--- src/mips_consts.svh ---
`ifndef MIPS_CONSTS_SVH
`define MIPS_CONSTS_SVH

// Memory depths in 32-bit words
`define IMEM_DEPTH 256
`define DMEM_DEPTH 256

// Primary opcodes, instr[31:26]
`define OP_RTYPE 6'h00
`define OP_ADDI  6'h08
`define OP_LW    6'h23
`define OP_SW    6'h2b
`define OP_BEQ   6'h04

// R-type function codes, instr[5:0]
`define FN_ADD 6'h20
`define FN_SUB 6'h22
`define FN_AND 6'h24
`define FN_OR  6'h25
`define FN_SLT 6'h2a

// Operand forwarding selects
`define FWD_NONE 2'b00
`define FWD_WB   2'b01
`define FWD_MEM  2'b10

// ALU operations
`define ALU_ADD 3'd0
`define ALU_SUB 3'd1
`define ALU_AND 3'd2
`define ALU_OR  3'd3
`define ALU_SLT 3'd4

`endif

--- src/mips_pkg.sv ---
`default_nettype none

package mips_pkg;

    typedef logic [31:0] word_t;
    typedef logic [4:0]  reg_addr_t;
    typedef logic [7:0]  pc_t;
    typedef logic [2:0]  alu_ctrl_t;
    typedef logic [1:0]  fwd_sel_t;

    // Decoded control flags, all zero for a bubble
    typedef struct packed {
        logic      reg_write;
        logic      mem_read;
        logic      mem_write;
        logic      mem_to_reg;
        logic      alu_src;
        logic      reg_dst;
        logic      branch;
        alu_ctrl_t alu_ctrl;
    } ctrl_t;

    // One program word on the load port
    typedef struct packed {
        pc_t   addr;
        word_t data;
    } imem_load_t;

    // ****************************************
    // Stage registers
    // ****************************************
    typedef struct packed {
        logic  valid;
        pc_t   pc;
        word_t instr;
    } if_id_t;

    typedef struct packed {
        logic      valid;
        ctrl_t     ctrl;
        pc_t       pc;
        reg_addr_t rs;
        reg_addr_t rt;
        reg_addr_t rd;
        word_t     data_a;
        word_t     data_b;
        word_t     imm;
    } id_ex_t;

    typedef struct packed {
        logic      valid;
        ctrl_t     ctrl;
        word_t     alu_result;
        word_t     store_data;
        reg_addr_t dest;
        pc_t       branch_target;
        logic      zero;
    } ex_mem_t;

    typedef struct packed {
        logic      valid;
        logic      reg_write;
        logic      mem_to_reg;
        word_t     read_data;
        word_t     alu_result;
        reg_addr_t dest;
    } mem_wb_t;

endpackage

`default_nettype wire

--- src/hazard_unit.sv ---
`default_nettype none
`timescale 1ns/10ps
`include "mips_consts.svh"

module hazard_unit (
    input  mips_pkg::reg_addr_t if_id_rs,
    input  mips_pkg::reg_addr_t if_id_rt,
    input  mips_pkg::reg_addr_t id_ex_rs,
    input  mips_pkg::reg_addr_t id_ex_rt,
    input  logic                id_ex_mem_read,
    input  mips_pkg::reg_addr_t ex_mem_dest,
    input  logic                ex_mem_reg_write,
    input  mips_pkg::reg_addr_t mem_wb_dest,
    input  logic                mem_wb_reg_write,
    output mips_pkg::fwd_sel_t  fwd_a,
    output mips_pkg::fwd_sel_t  fwd_b,
    output logic                stall
);

    // Newest producer first, r0 never forwarded
    function automatic mips_pkg::fwd_sel_t fwd_select(input mips_pkg::reg_addr_t src);
        if (ex_mem_reg_write && ex_mem_dest != '0 && ex_mem_dest == src) begin
            return `FWD_MEM;
        end else if (mem_wb_reg_write && mem_wb_dest != '0 && mem_wb_dest == src) begin
            return `FWD_WB;
        end
        return `FWD_NONE;
    endfunction

    always_comb begin
        fwd_a = fwd_select(id_ex_rs);
        fwd_b = fwd_select(id_ex_rt);
    end

    // Load-use, hold one cycle until the load reaches write-back
    assign stall = id_ex_mem_read && id_ex_rt != '0
                   && (id_ex_rt == if_id_rs || id_ex_rt == if_id_rt);

endmodule

`default_nettype wire

--- config.mk ---
export PLATFORM = sky130hd
export DESIGN_NAME = hazard_unit
export DESIGN_NICKNAME = d
export VERILOG_FILES = /design/src/mips_pkg.sv /design/src/hazard_unit.sv
export VERILOG_INCLUDE_DIRS = /design/src /design/src/src
export SDC_FILE = /design/constraint.sdc
export NUM_CORES = 1
export LEC_CHECK = 0
export BUFFER_PORTS_ARGS = -buffer_cell sky130_fd_sc_hd__buf_4
export CAP_MARGIN = 15
export CORE_AREA = 2 2 39 41
export DETAILED_ROUTE_END_ITERATION = 12
export DIE_AREA = 0 0 41 43
export PLACE_DENSITY = 0.7
export SYNTH_ARGS = -nofsm -noshare
export SYNTH_HDL_FRONTEND = slang
export SYNTH_SLANG_ARGS = --single-unit
--- constraint.sdc ---
create_clock -name vclk -period 1.7
set_clock_uncertainty 0.2 [all_clocks]
set_input_delay 0.085 -clock vclk [all_inputs]
set_output_delay 0.085 -clock vclk [all_outputs]
set_load 0.01 [all_outputs]
Yosys cells after proc, flatten, opt, wreduce, memory -nomap -nowiden. Index checks and enable logic that the tools add are counted.

Register bits after elaboration: 0. Output and inout port bits: 5. Word-level logic and storage cells: 28.

Equal/unequal tests: 6. Muxes and demuxes: 10. Reductions and logical operators: 12.

Operators with widths (number): 5-bit equality test (6); 5-bit nonzero test (3); 2-bit 2-to-1 mux (6); 1-bit logical AND (8); 1-bit 2-to-1 mux (4); 1-bit logical OR (1).

Depth between registers and ports, before layout.
Depth in word-level cells: 6. Gate-level depth with buffers: 5.

Worst setup path after synthesis. Ideal clock, no wire load.

Path type: input to output. Start point: input ex_mem_dest[1]. End point: output fwd_a[0]. Arrival time: 1.241 ns. Required time: 1.415 ns. Path slack: 0.174 ns. Cell stages on the path: 4. Path through: or4_1 o21ai_2 nor4_2 nor4_2.

Longest elaborated chain between the ends: 5. Elaborated cells between the ends (all ways): 7. Classes of those cells: eq/ne (1); mux (3); reduce/logical (3).

Ends and longest elaborated chain: start, declared (line hazard_unit.sv:11) `input mips_pkg::reg_addr_t ex_mem_dest,`; 5-bit nonzero test (line hazard_unit.sv:22) `if (ex_mem_reg_write && ex_mem_dest != '0 && ex_mem_dest == src) begin`; 1-bit logical AND (line hazard_unit.sv:22); 1-bit logical AND (*) (line hazard_unit.sv:22); 2-bit 2-to-1 mux or 1-bit 2-to-1 mux (tied branches) (line hazard_unit.sv:22); 2-bit 2-to-1 mux (*) (line hazard_unit.sv:27) `` return `FWD_NONE; ``; end, declared (line hazard_unit.sv:15) `output mips_pkg::fwd_sel_t fwd_a,`.

Mark *: on every way between the ends. The rest lies on a longest branch, timed or not.

Final worst setup path.
Start point: input mem_wb_dest[4]. End point: output fwd_a[0].

Longest elaborated chain between the ends: 6. Elaborated cells between the ends (all ways): 7. Classes of those cells: eq/ne (1); mux (3); reduce/logical (3).

Ends and longest elaborated chain: start, declared (line hazard_unit.sv:13) `input mips_pkg::reg_addr_t mem_wb_dest,`; 5-bit nonzero test (line hazard_unit.sv:24) `end else if (mem_wb_reg_write && mem_wb_dest != '0 && mem_wb_dest == src) begin`; 1-bit logical AND (line hazard_unit.sv:24); 1-bit logical AND (*) (line hazard_unit.sv:24); 1-bit 2-to-1 mux (*) (line hazard_unit.sv:24); 1-bit 2-to-1 mux (*) (line hazard_unit.sv:22); 2-bit 2-to-1 mux (*) (line hazard_unit.sv:27).

Marks and branches as above.

==> out/results.txt <==
WL/cell = 12.7 um
Max Slew Vio Count = 0
First-pass DRT Iterations = 2
post-synthesis sequential area ratio = 0%
post-DP HPWL = 1170 um
Synth area leader = xor2_1
worst slack, placed = -0.0365 ns
PnR worst setup slack = 0.0772 ns
antenna-violating nets left = 0
PortBufs = 38
Final Core Density = 53.7%
Routed WL = 1350 um
initial antenna violation count = 0
Post-DP Area = 732 um^2
1st-iter DRT viols = 8
worst-margin pin slew = 0.311 ns
vias = 509
Post-Layout Inst Area = 743 um^2
first-pass GRT wire length = 2000 um
Post-route DRC = 0
Setup crit end kind = output pin
starting density of the core = 30.6%
LEAKAGE = 0.327 nW
WL met2 = 676 um
All-Layer GR Usage = 15.6%
clock buffer count = 0
worst-path maximum fanout = 3
synth warn = 0
ratio of cells with drive above 1 in the final layout = 52.2%
Top Layer Used = met3
crit path time final = 1.62 ns
wl on met1 = 541 um
vias in the first global route = 496
Synth Area per Inst = 7.83 um^2
# IOs = 38
Critical Path RT = 1.41 ns
status = finished, final reports clean
DR vias/cell = 4.80
WS Path Type = in -> out
synthesis-to-layout area growth = 75.7%
Worst Min Path Start = id_ex_mem_read
Mapped Cells = 54
max_slew headroom = 79.1%
final net count = 125
chip width = 41 um
syn nets = 87
ANT cells = 0
core area = 1380 um^2
register area = 0 um^2
Seq cells = 0
Synth top area share = 41.4%
GRT Residual Overflow = 0
hold depth = 4
final setup vio count = 0
CP Launch Type = primary input
worst hold endpoint = stall
met3 wire length = 131 um
worst hold path type = in -> out
max cap viols = 0
Post-CTS Setup Bufs = 0
crit path DAT = 1.34 ns
largest net degree at the start of global routing = 6
final hold violations = 0
Die ar. = 1760 um^2
most common cell in the netlist = xor2_1
height of the die = 43 um
period utilization = 95.5%
CTS Hold Buffers Added = 0
fmax = 0.616 GHz
synthesized area = 423 um^2
Power Density = 233 nW/um^2
Max IR drop VDD = 73.0 uV
GP Congestion = 0.649
Post-synth top cells = xor2_1 (20), xnor2_1 (10), clkbuf_1 (5), or4_1 (5)
number of unique standard cell types used by synthesis = 11
Synth area leaders = xor2_1 (41%), xnor2_1 (21%), nor4_2 (12%)
num rows = 14
RSZ-0062 raised after global routing = false
crit path from = mem_wb_dest[4]
## critical path, stage by stage
cell    delay (ns)
buf_4         0.12
xor2_1        0.14
or4_1         0.55
nor4_2        0.28
buf_4         0.16
## report_power, final
group | switching [mW] | internal, mW
registers | 0 | 0
logic | 0.0730 | 0.100
clock network | 0 | 0
## cell usage in the layout, fill, tap and decap left out, drive strengths merged
cell / synthesis / final
xnor2: 10 / 10
or4: 5 / 5
xor2: 20 / 20
nor4: 4 / 4
nor3: 2 / 2
o21ai: 3 / 3
a21oi: 1 / 1
nand3: 4 / 4
buf: 0 / 41
## stage by stage
stage               instances  hold slack (ns)  TNS [ns]  power (mW)
CTS                       106            0.334         0       0.174
global placement          106            0.316         0       0.168
floorplan                  54           0.0835         0      0.0790
global route              106            0.355         0       0.188
detailed placement        106            0.333   -0.0601       0.171
finish                    106            0.334         0       0.173
## routing by layer
layer / vias to the layer above / GRT usage (%)
met5: - / 0
met4: 0 / 0
met3: 0 / 0
met2: 27 / 29.1
met1: 224 / 19.9
li1: 258 / -
## worst max path at each step
stage,cells past startpoint,end
floorplan,4,fwd_a[0]
global placement,6,fwd_b[0]
detailed placement,6,fwd_b[0]
CTS,6,fwd_b[0]
global route,5,fwd_a[0]
finish,5,fwd_a[0]
## kinds of logic after synthesis
logic type	after synthesis	synth area share (%)
buffers and inverters	5	4.44
xor gates and xnor gates	30	62.1
and+or+nand+nor	15	27.8
AOI/OAI and AO/OA	4	5.62
## repair_timing
| item | CTS | global route |
|---|---|---|
| setup endpoints to repair | 2 | 2 |
| pin swaps | 2 | 3 |
| gates cloned | 0 | 0 |
| gates resized for setup | 2 | 0 |
## final cells by class
cell class | count | area [um^2]
fill | 136 | 641
timing repair buffer | 41 | 308
tap | 16 | 20.0
multi-input combinational | 49 | 415
Power figures use the tool's default switching activity.
