[config.mk]
export PLATFORM = sky130hd
export DESIGN_NAME = execute
export DESIGN_NICKNAME = d
export VERILOG_FILES = /design/src/mips_pkg.sv /design/src/execute.sv
export VERILOG_INCLUDE_DIRS = /design/src /design/src/src
export SDC_FILE = /design/constraint.sdc
export NUM_CORES = 1
export LEC_CHECK = 0
export ABC_AREA = 1
export BUFFER_PORTS_ARGS = -buffer_cell sky130_fd_sc_hd__buf_2
export CAP_MARGIN = 20
export CORE_ASPECT_RATIO = 0.9
export CORE_MARGIN = 5
export CORE_UTILIZATION = 30
export CTS_CLUSTER_DIAMETER = 30
export DETAILED_ROUTE_END_ITERATION = 8
export PLACE_DENSITY = 0.51
export SLEW_MARGIN = 20
export SYNTH_ARGS = -nofsm -noshare
export SYNTH_HDL_FRONTEND = slang
export SYNTH_SLANG_ARGS = --single-unit
export TNS_END_PERCENT = 1
[constraint.sdc]
create_clock -name pipeline_clock -period 0.9 [get_ports pipeline_clock]
set_input_delay 0.045 -clock pipeline_clock [delete_from_list [all_inputs] [get_ports pipeline_clock]]
set_output_delay 0.045 -clock pipeline_clock [all_outputs]
set_load 0.01 [all_outputs]
[src/mips_consts.svh]
`ifndef MIPS_CONSTS_SVH
`define MIPS_CONSTS_SVH

// Memory depths in 32-bit words
`define IMEM_DEPTH 256
`define DMEM_DEPTH 256

// Primary opcodes, instr[31:26]
`define OP_RTYPE 6'h00
`define OP_ADDI  6'h08
`define OP_LW    6'h23
`define OP_SW    6'h2b
`define OP_BEQ   6'h04

// R-type function codes, instr[5:0]
`define FN_ADD 6'h20
`define FN_SUB 6'h22
`define FN_AND 6'h24
`define FN_OR  6'h25
`define FN_SLT 6'h2a

// Operand forwarding selects
`define FWD_NONE 2'b00
`define FWD_WB   2'b01
`define FWD_MEM  2'b10

// ALU operations
`define ALU_ADD 3'd0
`define ALU_SUB 3'd1
`define ALU_AND 3'd2
`define ALU_OR  3'd3
`define ALU_SLT 3'd4

`endif

[src/mips_pkg.sv]
`default_nettype none

package mips_pkg;

    typedef logic [31:0] word_t;
    typedef logic [4:0]  reg_addr_t;
    typedef logic [7:0]  pc_t;
    typedef logic [2:0]  alu_ctrl_t;
    typedef logic [1:0]  fwd_sel_t;

    // Decoded control flags, all zero for a bubble
    typedef struct packed {
        logic      reg_write;
        logic      mem_read;
        logic      mem_write;
        logic      mem_to_reg;
        logic      alu_src;
        logic      reg_dst;
        logic      branch;
        alu_ctrl_t alu_ctrl;
    } ctrl_t;

    // One program word on the load port
    typedef struct packed {
        pc_t   addr;
        word_t data;
    } imem_load_t;

    // ****************************************
    // Stage registers
    // ****************************************
    typedef struct packed {
        logic  valid;
        pc_t   pc;
        word_t instr;
    } if_id_t;

    typedef struct packed {
        logic      valid;
        ctrl_t     ctrl;
        pc_t       pc;
        reg_addr_t rs;
        reg_addr_t rt;
        reg_addr_t rd;
        word_t     data_a;
        word_t     data_b;
        word_t     imm;
    } id_ex_t;

    typedef struct packed {
        logic      valid;
        ctrl_t     ctrl;
        word_t     alu_result;
        word_t     store_data;
        reg_addr_t dest;
        pc_t       branch_target;
        logic      zero;
    } ex_mem_t;

    typedef struct packed {
        logic      valid;
        logic      reg_write;
        logic      mem_to_reg;
        word_t     read_data;
        word_t     alu_result;
        reg_addr_t dest;
    } mem_wb_t;

endpackage

`default_nettype wire

[src/execute.sv]
`default_nettype none
`timescale 1ns/10ps
`include "mips_consts.svh"

module execute (
    input  logic               pipeline_clock,
    input  logic               arst_n,
    input  mips_pkg::id_ex_t   id_ex,
    input  mips_pkg::fwd_sel_t fwd_a,
    input  mips_pkg::fwd_sel_t fwd_b,
    input  mips_pkg::word_t    mem_fwd_data,
    input  mips_pkg::word_t    wb_data,
    input  logic               branch_taken,
    output mips_pkg::ex_mem_t  ex_mem
);

    mips_pkg::word_t   operand_a;
    mips_pkg::word_t   operand_b;
    mips_pkg::word_t   alu_b;
    mips_pkg::word_t   alu_result;
    mips_pkg::ex_mem_t ex_mem_next;

    // Forwarding muxes, memory stage is the newer source
    always_comb begin
        case (fwd_a)
            `FWD_MEM: operand_a = mem_fwd_data;
            `FWD_WB:  operand_a = wb_data;
            default:  operand_a = id_ex.data_a;
        endcase
        case (fwd_b)
            `FWD_MEM: operand_b = mem_fwd_data;
            `FWD_WB:  operand_b = wb_data;
            default:  operand_b = id_ex.data_b;
        endcase
    end

    assign alu_b = id_ex.ctrl.alu_src ? id_ex.imm : operand_b;

    // ALU
    always_comb begin
        case (id_ex.ctrl.alu_ctrl)
            `ALU_SUB: alu_result = operand_a - alu_b;
            `ALU_AND: alu_result = operand_a & alu_b;
            `ALU_OR:  alu_result = operand_a | alu_b;
            `ALU_SLT: alu_result = {31'd0, $signed(operand_a) < $signed(alu_b)};
            default:  alu_result = operand_a + alu_b;
        endcase
    end

    always_comb begin
        ex_mem_next.valid         = id_ex.valid;
        ex_mem_next.ctrl          = id_ex.ctrl;
        ex_mem_next.alu_result    = alu_result;
        ex_mem_next.store_data    = operand_b;
        ex_mem_next.dest          = id_ex.ctrl.reg_dst ? id_ex.rd : id_ex.rt;
        // Word offset relative to the next PC
        ex_mem_next.branch_target = id_ex.pc + 8'd1 + id_ex.imm[7:0];
        ex_mem_next.zero          = (alu_result == '0);
    end

    always_ff @(posedge pipeline_clock or negedge arst_n) begin
        if (!arst_n) begin
            ex_mem <= '0;
        end else if (branch_taken) begin
            ex_mem <= '0;
        end else begin
            ex_mem <= ex_mem_next;
        end
    end

endmodule

`default_nettype wire

After elaboration in Yosys (flattened, before gate mapping)
Cells that the tools add are included.

storage, ports and cells
  flip-flop bits (word level) = 89
  input port bits = 201
  output and inout port bits = 89
  logic and storage cells = 36

operators by class
  $add $sub $neg = 4
  $lt $le $gt $ge = 1
  equal/unequal tests = 8
  mux-type cells = 6
  bitwise gates (word level) = 2
  reductions and logical operators = 1

operators by type and width
  operator                                              number
  case mux 32 bit (2 select lines)                      2
  case mux 32 bit (4 select lines)                      1
  2-to-1 mux 89 bit                                     1
  adder 32 bit                                          1
  bitwise AND 32 bit                                    1
  logical NOT 32 bit                                    1
  < comparator 32 bit                                   1
  2-to-1 mux 32 bit                                     1
  OR 32 bit                                             1
  subtractor 32 bit                                     1
  adder 8 x 1 -> 8 bit (second input constant)          1
  adder 8 bit                                           1
  equality test 3 x 2 -> 1 bit (second input constant)  2
  2-to-1 mux 5 bit                                      1
  equality test 2 x 1 -> 1 bit (second input constant)  2
  equality test 2 bit (second input constant)           2
  equality test 3 x 1 -> 1 bit (second input constant)  1
  equality test 3 bit (second input constant)           1

Longest topological paths before layout
  word-level depth = 7
  mapped depth = 27

Least setup slack after synthesis
OpenSTA, ideal clock, no wires.

  kind = input-to-reg
  from = input port fwd_a[0]
  to = register ex_mem[0] in the netlist's numbering
  setup time = 71 ps
  data arrival time = 2995 ps
  required time = 829 ps
  setup slack = -2166 ps
  stages = 23
  cell sequence = inv_1 > ha_1 > clkbuf_1 > clkbuf_1 > a221o_1 > o21ai_0 > inv_1 > ha_1 > fa_1 > nand2_1 > nand2_1 > nand3_2 > nand2_1 > nand2_1 > nand2_1 > xor2_1 > o21ai_0 > nand2_1 > nor2_1 > nand2_1 > nor2_1 > nand3_1 > nor2_1

on the way
  longest elaborated chain between the ends = 6
  elaborated cells on any way between the ends = 11
  classes of those cells = add/sub: 2; order compare: 1; eq/ne: 2; mux: 3; bitwise: 2; reduce/logical: 1

ends and longest elaborated chain
  element                                                              line           source
  from (decl)                                                          execute.sv:9   input mips_pkg::fwd_sel_t fwd_a,
  equality test 2 x 1 -> 1 bit or equality test 2 bit (tied branches)  execute.sv:25  case (fwd_a)
  case mux 32 bit (2 select lines) *                                   execute.sv:25
  adder 32 bit, or another cell as far along                           execute.sv:46  default: alu_result = operand_a + alu_b;
  case mux 32 bit (4 select lines) *                                   execute.sv:41  case (id_ex.ctrl.alu_ctrl)
  logical NOT 32 bit *                                                 execute.sv:58  ex_mem_next.zero = (alu_result == '0);
  2-to-1 mux 89 bit *                                                  execute.sv:64  end else if (branch_taken) begin
  to (signal assigned)                                                 execute.sv:67  ex_mem <= ex_mem_next;
  to (decl)                                                            execute.sv:14  output mips_pkg::ex_mem_t ex_mem

Mark *: on every way between the ends. The rest lies on a longest branch, timed or not.

Worst setup path in the final report
Ends and elaborated chain as after synthesis.

==> impl_metrics.toml <==
[status]
status = "finished with violations"
violations = "negative hold slack, negative setup slack"

[cts]
cts_tree = "built"
clk_pin_slew_ps = 80
cts-root-buf = "clkbuf_16"
cts_max_level = 3
cts_hold_buf = 20
cts_buffers = 9
cts.sinks = 89
cts_buffer_depth = 2

[pwr]
total_power_w = 0.0292
peakVddDrop_mv = 1.15
pwr_density_cell_mw_per_mm2 = 1580
power_leakage_nw = 9.77

[routing]
drt-pass1-iter-count = 5
dr.first_iter.drc_count = 1219
post_drt_via_cell_ratio = 4.98
ant_nets = 0
post_drt_wl_per_cell_um = 19.3
vias = 14400
drcViolationCount = 0
finalWirelength_um = 55900

[cells_and_area]
fin_area_mm2 = 0.0185
largest_register_ffs = 89
drive_above_1_share_pct = 47.5
syn_to_final_growth_pct = 73.5
top_register = "ex_mem"
stdcell_count = 2898
nFillCells = 3587
largestRegisters = "ex_mem: 89 flops"
fin_nets = 2733

[worst_setup_path]
crit_slowest_cell = "bufbuf_16"
worstPathRequired_ps = 1210
end_kind = "register"
cpMostUsedCell = "buf_4"
slowest_delay_ps = 280
crit_chain = "buf_8 -> inv_4 -> ha_4 -> bufbuf_16 -> a221o_1 -> o21ai_1 -> buf_4 -> inv_1 -> ha_4 -> buf_4 -> nand2_2 -> nor2_2 -> buf_4 -> nand2_1 -> nand2_1 -> nand3b_1 -> xor2_2 -> a21oi_4 -> nand2_2 -> nor2_1 -> nand3_1 -> nor2_1"
start_kind = "input port"
arrival_ps = 3220
cp_max_fo = 6
path_class = "input port to register"

[timing]
slew_viol_final = 0
setup_slack_ps = -2000
timing.final.crit_period_ps = 2900
rsz0062_at_grt = "true"
whs_ps = -71.0
clock.fmax_mhz = 344
tns_ps = -59810
slew_headroom_pct = 41.1
setup_violations = 143
tightest_slew_ps = 883
period_share_pct = 323
hold_viol_final = 5

[worst_hold_path]
worstHoldPathType = "input port to register"

[synth]
synth_top_flop_cell = "dfrtp_1"
synthArstFlopShare_pct = 100
synthCells = 1682
yosysSeqAreaShare_pct = 20.9
netlist-cell-type-count = 45
synth_edf_count = 0
synthesis.area_mm2 = 0.0107
ys_seq_elements = 89
yosys_warnings = 0
synth_fp_nets = 1993
avgSynthCellArea_um2 = 6.34

[global_routing]
antenna_found_initial = 4
grt_max_degree = 62
grt_pass1_vias = 14600
grt_usage_pct = 27.5
grt_pass1_wl_um = 84800
gr-total-overflow = 0

[placed_design]
placed_area_mm2 = 0.0161
io_buffers = 284
gp_congestion = 0.997
hpwlAfterDp_um = 46000
dp_cells = 2827

[floorplan]
rows = 65
die_h_um = 189
core_mm2 = 0.0351
num_io_pins = 290
die_w_um = 209
start_util_pct = 30.4
fp.dieArea_mm2 = 0.0394

[job]
drv_cap = 0
==> path summary, 6_finish.rpt <==
check                      depth (start not counted)  slack [ps]         end  startpoint
worst max-delay path                              22       -2000   ex_mem[0]    fwd_a[0]
worst min-delay path                               3         -70  ex_mem[18]   id_ex[36]
max in group asynchronous                          3         390  ex_mem[45]      arst_n
min in group asynchronous                          2          30   ex_mem[8]      arst_n
==> Yosys cell counts, types with 3 or more instances <==
cell type	count	share of area [%]
nor3_2	3	0.28
o21ai_0	123	5.8
nand3_1	140	6.6
nand2_1	381	13
ha_1	107	13
inv_2	15	0.53
fa_1	3	0.56
nand4_1	16	0.94
or2_2	3	0.18
nor2_1	221	7.8
a211oi_1	5	0.35
a21oi_1	94	4.4
a21oi_4	3	0.46
nor2_2	11	0.64
buf_6	14	1.5
o21ai_1	28	1.3
buf_4	5	0.35
nand3_2	4	0.38
dfrtp_1	89	21
a221o_1	64	6.0
a21oi_2	8	0.66
nor3_1	13	0.61
nand2_2	15	0.88
xor2_1	3	0.25
inv_1	227	8.0
nand3b_1	3	0.21
clkbuf_1	41	1.4
buf_2	9	0.42
o21bai_1	13	0.91
==> worst max-delay path, delay by kind of cell <==
kind            cells  cell delay (ps)
xor+xnor            1              230
buf+inv             7              880
compound gates      3              580
fa+ha+maj           2              540
simple gates        9              910
==> placed cells by master, fill, tap and decap left out, types with 4 or more instances in the layout <==
cell type	n
buf_6	39
clkbuf_16	9
nand2_1	333
nand2_2	58
ha_4	39
nand2_4	6
ha_1	60
o21bai_1	10
nor3_4	4
a21oi_2	27
nor3_1	5
inv_1	204
buf_2	256
dfrtp_1	89
inv_2	33
ha_2	8
a21oi_4	8
dlygate4sd3_1	20
o21ai_2	65
nor2_1	181
buf_8	4
buf_4	463
nand4_1	16
o21ai_1	35
a221o_1	64
a211oi_1	5
buf_12	17
a21oi_1	70
o21ai_4	8
nor2_4	10
nor3_2	9
inv_6	5
nor2_2	42
nand3_2	15
nand3_1	127
o21ai_0	43
==> layout make-up <==
class	instances	area, um^2	share of cell area, %
Timing Repair Buffer	802	5890	31.8
Antenna cell	2	5.00	0.0270
Inverter	243	930	5.02
Clock buffer	9	225	1.22
Clock inverter	7	83.8	0.453
Sequential cell	89	2230	12.0
Multi-Input combinational cell	1277	8570	46.3
Tap cell	469	587	3.17
==> report_power, final <==
| part | internal [W] | switching [W] | leakage [nW] |
|---|---|---|---|
| sequential | 0.00443 | 0.000134 | 1.16 |
| combinational | 0.00938 | 0.0111 | 8.46 |
| clock | 0.00221 | 0.00196 | 0.149 |
| total | 0.0160 | 0.0132 | 9.77 |
==> what timing repair did <==
action                                 4_1_cts  5_1_grt
endpoints found under the hold margin      107        5
pin swaps                                   85       26
buffers inserted                            29        0
cloned                                       4        0
setup endpoints to repair                  155      154
resized for setup                          328      106
==> per-stage QoR <==
step	worst slack, ps	util (%)
2_1_floorplan	-1810	-
3_3_place_gp	-3010	45.7
3_5_place_dp	-2990	45.7
4_1_cts	-1960	51.5
5_1_grt	-2160	52.7
6_report	-2000	52.7
==> cells by family after synthesis <==
| family | share of synthesized area [%] |
|---|---|
| and+or+nand+nor | 32.9 |
| AOI/OAI and AO/OA | 20.1 |
| buffers and inverters | 12.6 |
| adders and majority gates | 13.1 |
| DFF | 20.9 |
| xor gates and xnor gates | 0.410 |
==> routing by layer <==
layer | up-vias | share of wire [%] | GRT usage, %
met1 | 6681 | 47 | 41.0
li1 | 7005 | - | -
met4 | 4 | 2.0 | 6.50
met2 | 657 | 42 | 40.9
met3 | 75 | 8.5 | 5.65
met5 | - | 0.038 | 0
(Power assumes the default switching activity.)
