==> src/mips_consts.svh <==
`ifndef MIPS_CONSTS_SVH
`define MIPS_CONSTS_SVH

// Memory depths in 32-bit words
`define IMEM_DEPTH 256
`define DMEM_DEPTH 256

// Primary opcodes, instr[31:26]
`define OP_RTYPE 6'h00
`define OP_ADDI  6'h08
`define OP_LW    6'h23
`define OP_SW    6'h2b
`define OP_BEQ   6'h04

// R-type function codes, instr[5:0]
`define FN_ADD 6'h20
`define FN_SUB 6'h22
`define FN_AND 6'h24
`define FN_OR  6'h25
`define FN_SLT 6'h2a

// Operand forwarding selects
`define FWD_NONE 2'b00
`define FWD_WB   2'b01
`define FWD_MEM  2'b10

// ALU operations
`define ALU_ADD 3'd0
`define ALU_SUB 3'd1
`define ALU_AND 3'd2
`define ALU_OR  3'd3
`define ALU_SLT 3'd4

`endif

==> src/mips_pkg.sv <==
`default_nettype none

package mips_pkg;

    typedef logic [31:0] word_t;
    typedef logic [4:0]  reg_addr_t;
    typedef logic [7:0]  pc_t;
    typedef logic [2:0]  alu_ctrl_t;
    typedef logic [1:0]  fwd_sel_t;

    // Decoded control flags, all zero for a bubble
    typedef struct packed {
        logic      reg_write;
        logic      mem_read;
        logic      mem_write;
        logic      mem_to_reg;
        logic      alu_src;
        logic      reg_dst;
        logic      branch;
        alu_ctrl_t alu_ctrl;
    } ctrl_t;

    // One program word on the load port
    typedef struct packed {
        pc_t   addr;
        word_t data;
    } imem_load_t;

    // ****************************************
    // Stage registers
    // ****************************************
    typedef struct packed {
        logic  valid;
        pc_t   pc;
        word_t instr;
    } if_id_t;

    typedef struct packed {
        logic      valid;
        ctrl_t     ctrl;
        pc_t       pc;
        reg_addr_t rs;
        reg_addr_t rt;
        reg_addr_t rd;
        word_t     data_a;
        word_t     data_b;
        word_t     imm;
    } id_ex_t;

    typedef struct packed {
        logic      valid;
        ctrl_t     ctrl;
        word_t     alu_result;
        word_t     store_data;
        reg_addr_t dest;
        pc_t       branch_target;
        logic      zero;
    } ex_mem_t;

    typedef struct packed {
        logic      valid;
        logic      reg_write;
        logic      mem_to_reg;
        word_t     read_data;
        word_t     alu_result;
        reg_addr_t dest;
    } mem_wb_t;

endpackage

`default_nettype wire

==> src/instruction_decode.sv <==
`default_nettype none
`timescale 1ns/10ps
`include "mips_consts.svh"

module instruction_decode (
    input  logic                pipeline_clock,
    input  logic                arst_n,
    input  mips_pkg::if_id_t    if_id,
    input  logic                stall,
    input  logic                branch_taken,
    input  logic                wb_en,
    input  mips_pkg::reg_addr_t wb_dest,
    input  mips_pkg::word_t     wb_data,
    input  mips_pkg::reg_addr_t dbg_reg_addr,
    output mips_pkg::id_ex_t    id_ex,
    output mips_pkg::word_t     dbg_reg_data
);

    mips_pkg::word_t     regs [32];
    mips_pkg::ctrl_t     ctrl;
    mips_pkg::id_ex_t    id_ex_next;
    logic [5:0]          opcode;
    logic [5:0]          funct;

    // Register read with same-cycle write-back bypass
    function automatic mips_pkg::word_t read_reg(input mips_pkg::reg_addr_t addr);
        if (addr == '0) begin
            return '0;
        end else if (wb_en && wb_dest == addr) begin
            return wb_data;
        end
        return regs[addr];
    endfunction

    assign opcode = if_id.instr[31:26];
    assign funct  = if_id.instr[5:0];

    // ****************************************
    // Control decode
    // ****************************************
    always_comb begin
        ctrl = '0;
        if (if_id.valid) begin
            case (opcode)
                `OP_RTYPE: begin
                    ctrl.reg_dst   = 1'b1;
                    ctrl.reg_write = 1'b1;
                    case (funct)
                        `FN_ADD: ctrl.alu_ctrl = `ALU_ADD;
                        `FN_SUB: ctrl.alu_ctrl = `ALU_SUB;
                        `FN_AND: ctrl.alu_ctrl = `ALU_AND;
                        `FN_OR:  ctrl.alu_ctrl = `ALU_OR;
                        `FN_SLT: ctrl.alu_ctrl = `ALU_SLT;
                        // Unknown function, no-op
                        default: ctrl = '0;
                    endcase
                end
                `OP_ADDI: begin
                    ctrl.reg_write = 1'b1;
                    ctrl.alu_src   = 1'b1;
                end
                `OP_LW: begin
                    ctrl.reg_write  = 1'b1;
                    ctrl.mem_read   = 1'b1;
                    ctrl.mem_to_reg = 1'b1;
                    ctrl.alu_src    = 1'b1;
                end
                `OP_SW: begin
                    ctrl.mem_write = 1'b1;
                    ctrl.alu_src   = 1'b1;
                end
                `OP_BEQ: begin
                    ctrl.branch   = 1'b1;
                    ctrl.alu_ctrl = `ALU_SUB;
                end
                default: ctrl = '0;
            endcase
        end
    end

    always_comb begin
        id_ex_next.valid  = if_id.valid;
        id_ex_next.ctrl   = ctrl;
        id_ex_next.pc     = if_id.pc;
        id_ex_next.rs     = if_id.instr[25:21];
        id_ex_next.rt     = if_id.instr[20:16];
        id_ex_next.rd     = if_id.instr[15:11];
        id_ex_next.data_a = read_reg(if_id.instr[25:21]);
        id_ex_next.data_b = read_reg(if_id.instr[20:16]);
        id_ex_next.imm    = {{16{if_id.instr[15]}}, if_id.instr[15:0]};
        dbg_reg_data      = read_reg(dbg_reg_addr);
    end

    // Register file, r0 stays zero
    always_ff @(posedge pipeline_clock or negedge arst_n) begin
        if (!arst_n) begin
            for (int i = 0; i < 32; i++) begin
                regs[i] <= '0;
            end
        end else if (wb_en && wb_dest != '0) begin
            regs[wb_dest] <= wb_data;
        end
    end

    always_ff @(posedge pipeline_clock or negedge arst_n) begin
        if (!arst_n) begin
            id_ex <= '0;
        end else if (stall || branch_taken) begin
            id_ex <= '0;
        end else begin
            id_ex <= id_ex_next;
        end
    end

endmodule

`default_nettype wire

==> config.mk <==
export PLATFORM = sky130hd
export DESIGN_NAME = instruction_decode
export DESIGN_NICKNAME = d
export VERILOG_FILES = /design/src/mips_pkg.sv /design/src/instruction_decode.sv
export VERILOG_INCLUDE_DIRS = /design/src /design/src/src
export SDC_FILE = /design/constraint.sdc
export NUM_CORES = 2
export LEC_CHECK = 0
export BUFFER_PORTS_ARGS = -buffer_cell sky130_fd_sc_hd__buf_4
export CORE_ASPECT_RATIO = 1.4
export CORE_MARGIN = 1.5
export CORE_UTILIZATION = 57
export DETAILED_ROUTE_END_ITERATION = 8
export PLACE_DENSITY_LB_ADDON = 0.12
export SLEW_MARGIN = 20
export SYNTH_ARGS = -nofsm -noshare
export SYNTH_HDL_FRONTEND = slang
export SYNTH_SLANG_ARGS = --single-unit
==> constraint.sdc <==
create_clock -name pipeline_clock -period 2.3 [get_ports pipeline_clock]
set_clock_uncertainty 0.2 [all_clocks]
set_input_delay 0.345 -clock pipeline_clock [delete_from_list [all_inputs] [get_ports pipeline_clock]]
set_output_delay 0.345 -clock pipeline_clock [all_outputs]
set_load 0.01 [all_outputs]
Word level (Yosys, flattened, before mapping)
Cells that the tools add are included.
- bits in registers: 1154
- latch bits: 0
- RAM bits: 0
- memory bits (read-only): 0
- bits of input ports: 88
- output and inout bits: 162
- logic and storage cells: 121
- memories kept: 0
- $add $sub $neg: 0
- multiply operators: 0
- div/mod/pow operators: 0
- $lt $le $gt $ge: 5
- equal/unequal tests: 12
- shifts and indexed selects: 0
- mux-type cells: 38
- bitwise logic cells: 4
- reductions and logical operators: 14
- operators with widths (operator ; number):
    1024-bit bitwise mux ; 1
    32-bit two-way mux ; 16
    32-bit binary-select mux with 5-bit select ; 3
    32-bit demux with 5-bit select ; 1
    130-bit two-way mux ; 1
    6-bit == test, second input constant ; 7
    6-bit greater-or-equal comparator, second input constant ; 4
    5-bit NOT with 6-bit output ; 4
    5-bit == test ; 3
    5-bit zero test ; 3
    3-bit one-hot mux with 4 select lines ; 1
    10-bit two-way mux ; 1
    1-bit one-hot mux with 2 select lines ; 5
    4-bit one-hot mux with 2 select lines ; 1
    1-bit two-way mux ; 7
    7-bit two-way mux ; 1
    6-bit by 3-bit == test with 1-bit output, second input constant ; 1
    6-bit by 4-bit == test with 1-bit output, second input constant ; 1
    6-bit zero test ; 1
    6-bit by 1-bit less-than comparator with 1-bit output, second input constant ; 1
    1-bit logical AND ; 5
    5-bit nonzero test ; 1
    5-bit OR reduction ; 1
    3-bit OR reduction ; 1
    other kinds (2) ; 2

Depth between registers and ports, before layout
- word-level depth: 6
- gate-level depth with buffers: 10
- mapped depth without buffers: 5

Worst setup path after synthesis
No wires, ideal clock.
- kind: input -> output
- from: input dbg_reg_addr[0]
- to: output dbg_reg_data[17]
- arrival: 1957 ps
- setup slack: -202 ps
- stages: 8
- buffers on the path: 3
- cell sequence: clkbuf_1 -> buf_2 -> buf_2 -> mux4_2 -> a22oi_1 -> nand2_1 -> o22ai_1 -> nor3_1
- word-level cells in the longest chain between the ends: 5
- elaborated cells between the ends (all ways): 11
- classes of those cells: 1 x eq/ne; 7 x mux; 1 x bitwise; 2 x reduce/logical
- RTL lines (element ; RTL line ; RTL):
    from (decl) ; instruction_decode.sv:14 ; input mips_pkg::reg_addr_t dbg_reg_addr,
    5-bit NOT with 6-bit output (not written as such) / 5-bit == test (equally long branches) ; instruction_decode.sv:32, instruction_decode.sv:29 ;
    32-bit binary-select mux with 5-bit select / 1-bit logical AND (equally long branches) ; instruction_decode.sv:32, instruction_decode.sv:29 ;
    32-bit two-way mux (not written as such) / 1-bit two-way mux (equally long branches) ; instruction_decode.sv:32, instruction_decode.sv:29 ;
    32-bit two-way mux (not written as such) / 1-bit two-way mux (equally long branches) ; instruction_decode.sv:32, instruction_decode.sv:27 ;
    32-bit two-way mux (*) ; instruction_decode.sv:32 ; return regs[addr];
    to (decl) ; instruction_decode.sv:16 ; output mips_pkg::word_t dbg_reg_data
Every way passes the cells marked *; elsewhere a longest branch is shown, timed or not. The select of a mux whose other input is x is not followed.

Final worst setup path
- from: register regs[148] in the netlist's numbering
- to: output dbg_reg_data[20]
- word-level cells in the longest chain between the ends: 4
- RTL lines (element ; RTL line ; RTL):
    from (decl) ; instruction_decode.sv:19 ; mips_pkg::word_t regs [32];
    from (signal, indexed assignment) ; instruction_decode.sv:101 ; regs[wb_dest] <= wb_data;
    32-bit binary-select mux with 5-bit select ; instruction_decode.sv:32 ;
    32-bit two-way mux (not written as such) (2 in a row) ; instruction_decode.sv:32 ;
    32-bit two-way mux ; instruction_decode.sv:32 ;
Every way passes these cells. The select of a mux whose other input is x is not followed.

==> flow_summary.ini <==
[status]
outcome = complete, but fails checks
failed_checks = negative setup slack

[timing]
setup_viol = 39
worst_pin_slew_ns = 1.101
setup_slack_ns = -0.7772
period_share_pct = 133.8
min_period_ns = 3.077
final-hold-violation-count = 0
max_freq_ghz = 0.3250
grt_setup_unrepaired = true
finalMaxSlewViolations = 0
fin_hold_ws_ns = 0.04331
slew_headroom_pct = 26.35

[floorplan]
coreArea_sq_um = 116100
die_w_microns = 291.8
rows = 148
die_h_microns = 407.3
ios = 250
initial_core_util_pct = 57.31
die_area_sq_um = 118800

[clock_tree]
root_buffer = clkbuf_16
clk_latency_ns = 0.77
clockBufferDepth = 3
clk_pin_slew_worst_paths_ns = 0.07
cts-buffers-inserted = 110
cts_tree = built
cts-htree-levels = 3
clock_sinks = 1132

[job]
maxCapViolations = 0

[yosys]
avgSynthCellArea_sq_um = 14.23
synth_fa_ha_area_share_pct = 0
yosysSeqAreaShare_pct = 42.57
synth_warnings = 0
synth_mux_area_share_pct = 42.90
syn_area_sq_um = 66550
async_flop_share_pct = 100.0
yosys.area_share.simple_pct = 3.546
synth_compound_area_share_pct = 6.541
yosysMostFrequentCell = dfrtp_1
yosys.area_share.xor_xnor_pct = 0.1974
synth.distinct_cells = 66
synth_nets = 4764
synth.top_cell.area_share_pct = 42.57
synth_area_leaders = dfrtp_1 (43%), mux4_2 (23%), mux2_2 (17%)
synthTopCellsByCount = dfrtp_1 (1132), mux2_2 (1008), mux4_2 (677)
synth_top_family_by_area = multiplexers
synthFlopType = dfrtp_1
synth_edf_count = 0
synthCells = 4676
synth-seq-cells = 1132
yosysTopAreaCell = dfrtp_1

[cells_and_area]
nNetsFinal = 5735
syn2layout_area_growth_pct = 27.58
drive_above_1_share_pct = 61.03
fillers = 7522

[detailed_routing]
routedWlPerCell_microns = 37.81
drtAntennaViolNets = 0
vias_per_cell = 7.404
drt_first_pass_iters = 8
vias = 53640
routed_wl_microns = 273900
drc_errors = 0
drt_iter0_drc = 6995

[global_route]
grt_pass1_wl_microns = 391500
gr-total-overflow = 0
antenna_found_initial = 16
first_global_vias = 54860
grt_max_degree = 110
track_usage_pct = 46.27

[place]
dp_hpwl_microns = 183800
numPortBuffers = 249
gp_congestion = 1.004

[power_and_ir_drop]
combPwrFrac_pct = 29.2
swShare_pct = 29.52
p_int_w = 0.04745
ir_worst_vdd_mv = 0.7232
leakagePower_nw = 37.37
power_density_nw_per_um2 = 792.9
p_total_w = 0.06732
p_sw_w = 0.01987
clkPwrFrac_pct = 31.6
p_seq_share_pct = 39.2

[setup_path]
required_ns = 1.75
critical_path.startpoint_type = flop
crit_path_cell_trace = mux4_2 -> a22oi_2 -> nand2_2 -> o22ai_4 -> nor3_4 -> buf_6
critPathSlowestCell = mux4_2
critPathArrivalTime_ns = 2.53
end_kind = primary output
crit_type = flop to primary output
crit_path_max_incr_delay_ns = 0.47
cp_max_fo = 2

[hold_path]
min_path_type = primary input to async pin
power groups by stage:
stage               registers, W  logic, W  clock network [W]
global route              0.0267    0.0205             0.0221
global placement          0.0265    0.0172                  0
detailed placement        0.0267    0.0176                  0
floorplan                 0.0259    0.0107                  0
CTS                       0.0262    0.0188             0.0213
finish                    0.0264    0.0196             0.0213
worst paths after layout:
| path | slack (ns) | to | cells past startpoint | start |
|---|---|---|---|---|
| max in group asynchronous | 1.01 | regs[197] | 3 | arst_n |
| worst min-delay path | 0.04 | regs[906] | 3 | arst_n |
| worst max register to register | -0.08 | id_ex[51] | 6 | regs[275] |
| worst max-delay path | -0.78 | dbg_reg_data[20] | 6 | regs[148] |
| worst min register to register | 0.22 | regs[997] | 0 | regs[997] |
| min in group pipeline_clock | 0.05 | id_ex[108] | 4 | if_id[23] |
worst max-delay path: cells and delay by family (launching register included):
kind	cells	cell delay [ns]
flip-flops	1	0.38
AND/OR/NAND/NOR	2	0.30
buffers and inverters	1	0.15
multiplexers	1	0.47
AO/OA/AOI/OAI	2	0.48
placed cells by master (no fill, tap or decap), drive strengths merged, types with 13 or more instances in the layout:
master       netlist  routed
buf              263    1343
dfrtp           1132    1132
mux2            1008    1008
mux4             685     685
nand2            179     179
mux2i            174     174
a22oi            160     160
clkbuf           300     146
o22ai            121     121
nor2             107     107
dlygate4sd3        0      76
a221oi            76      76
o21ai             71      71
nor3              51      51
a21oi             41      41
and2              40      40
o211ai            31      31
bufinv             0      28
o2111a            26      26
nand3             25      25
clkinv             1      23
o221ai            16      16
or3               14      14
a31oi             13      13
layer usage:
layer / vias up / share of wire [%] / GRT usage, %
met5: - / 0.027 / 0
met4: 16 / 11 / 39.93
met3: 1415 / 12 / 14.35
met2: 4425 / 45 / 69.18
met1: 27390 / 33 / 54.35
li1: 20390 / - / -
cell type report:
class	instances	area [sq um]	share of cell area, %
multi-input combinational	2976	36880	43.44
sequential	1132	28330	33.36
timing repair buffer	1422	13590	16.01
clock buffer	143	3118	3.672
tap	1500	1877	2.211
clock inverter	62	1077	1.269
inverter	5	20.02	0.02358
antenna	4	10.01	0.01179
per-stage QoR:
stage	util, %	std cells	setup TNS, ns	instance area [sq um]	worst slack (ns)
2_1_floorplan	-	4676	0	67060	0.004788
3_3_place_gp	66.91	6823	-90.45	77690	-1.016
3_5_place_dp	66.91	6823	-102.54	77690	-1.046
4_1_cts	72.39	7191	-22.44	84050	-0.8099
5_1_grt	73.12	7243	-22.18	84900	-0.8123
6_report	73.12	7244	-21.12	84900	-0.7772
cells by family after synthesis:
kind of cell	Yosys count
multiplexers	1867
flip-flops	1132
AO/OA/AOI/OAI	602
buffers and inverters	568
AND/OR/NAND/NOR	492
XOR/XNOR	15
flip-flops by register name, indices dropped and copies added, names as in the netlist:
register	cells
regs	1024
id_ex	108
what timing repair did:
action | 4_1_cts | 5_1_grt
gates cloned | 0 | 1
endpoints found under the hold margin | 1877 | 9
hold buffers | 75 | 3
endpoints found under the setup margin | 34 | 47
pin swaps | 104 | 88
setup buffers | 103 | 51
resized for setup | 151 | 82
Power figures use the tool's default switching activity.
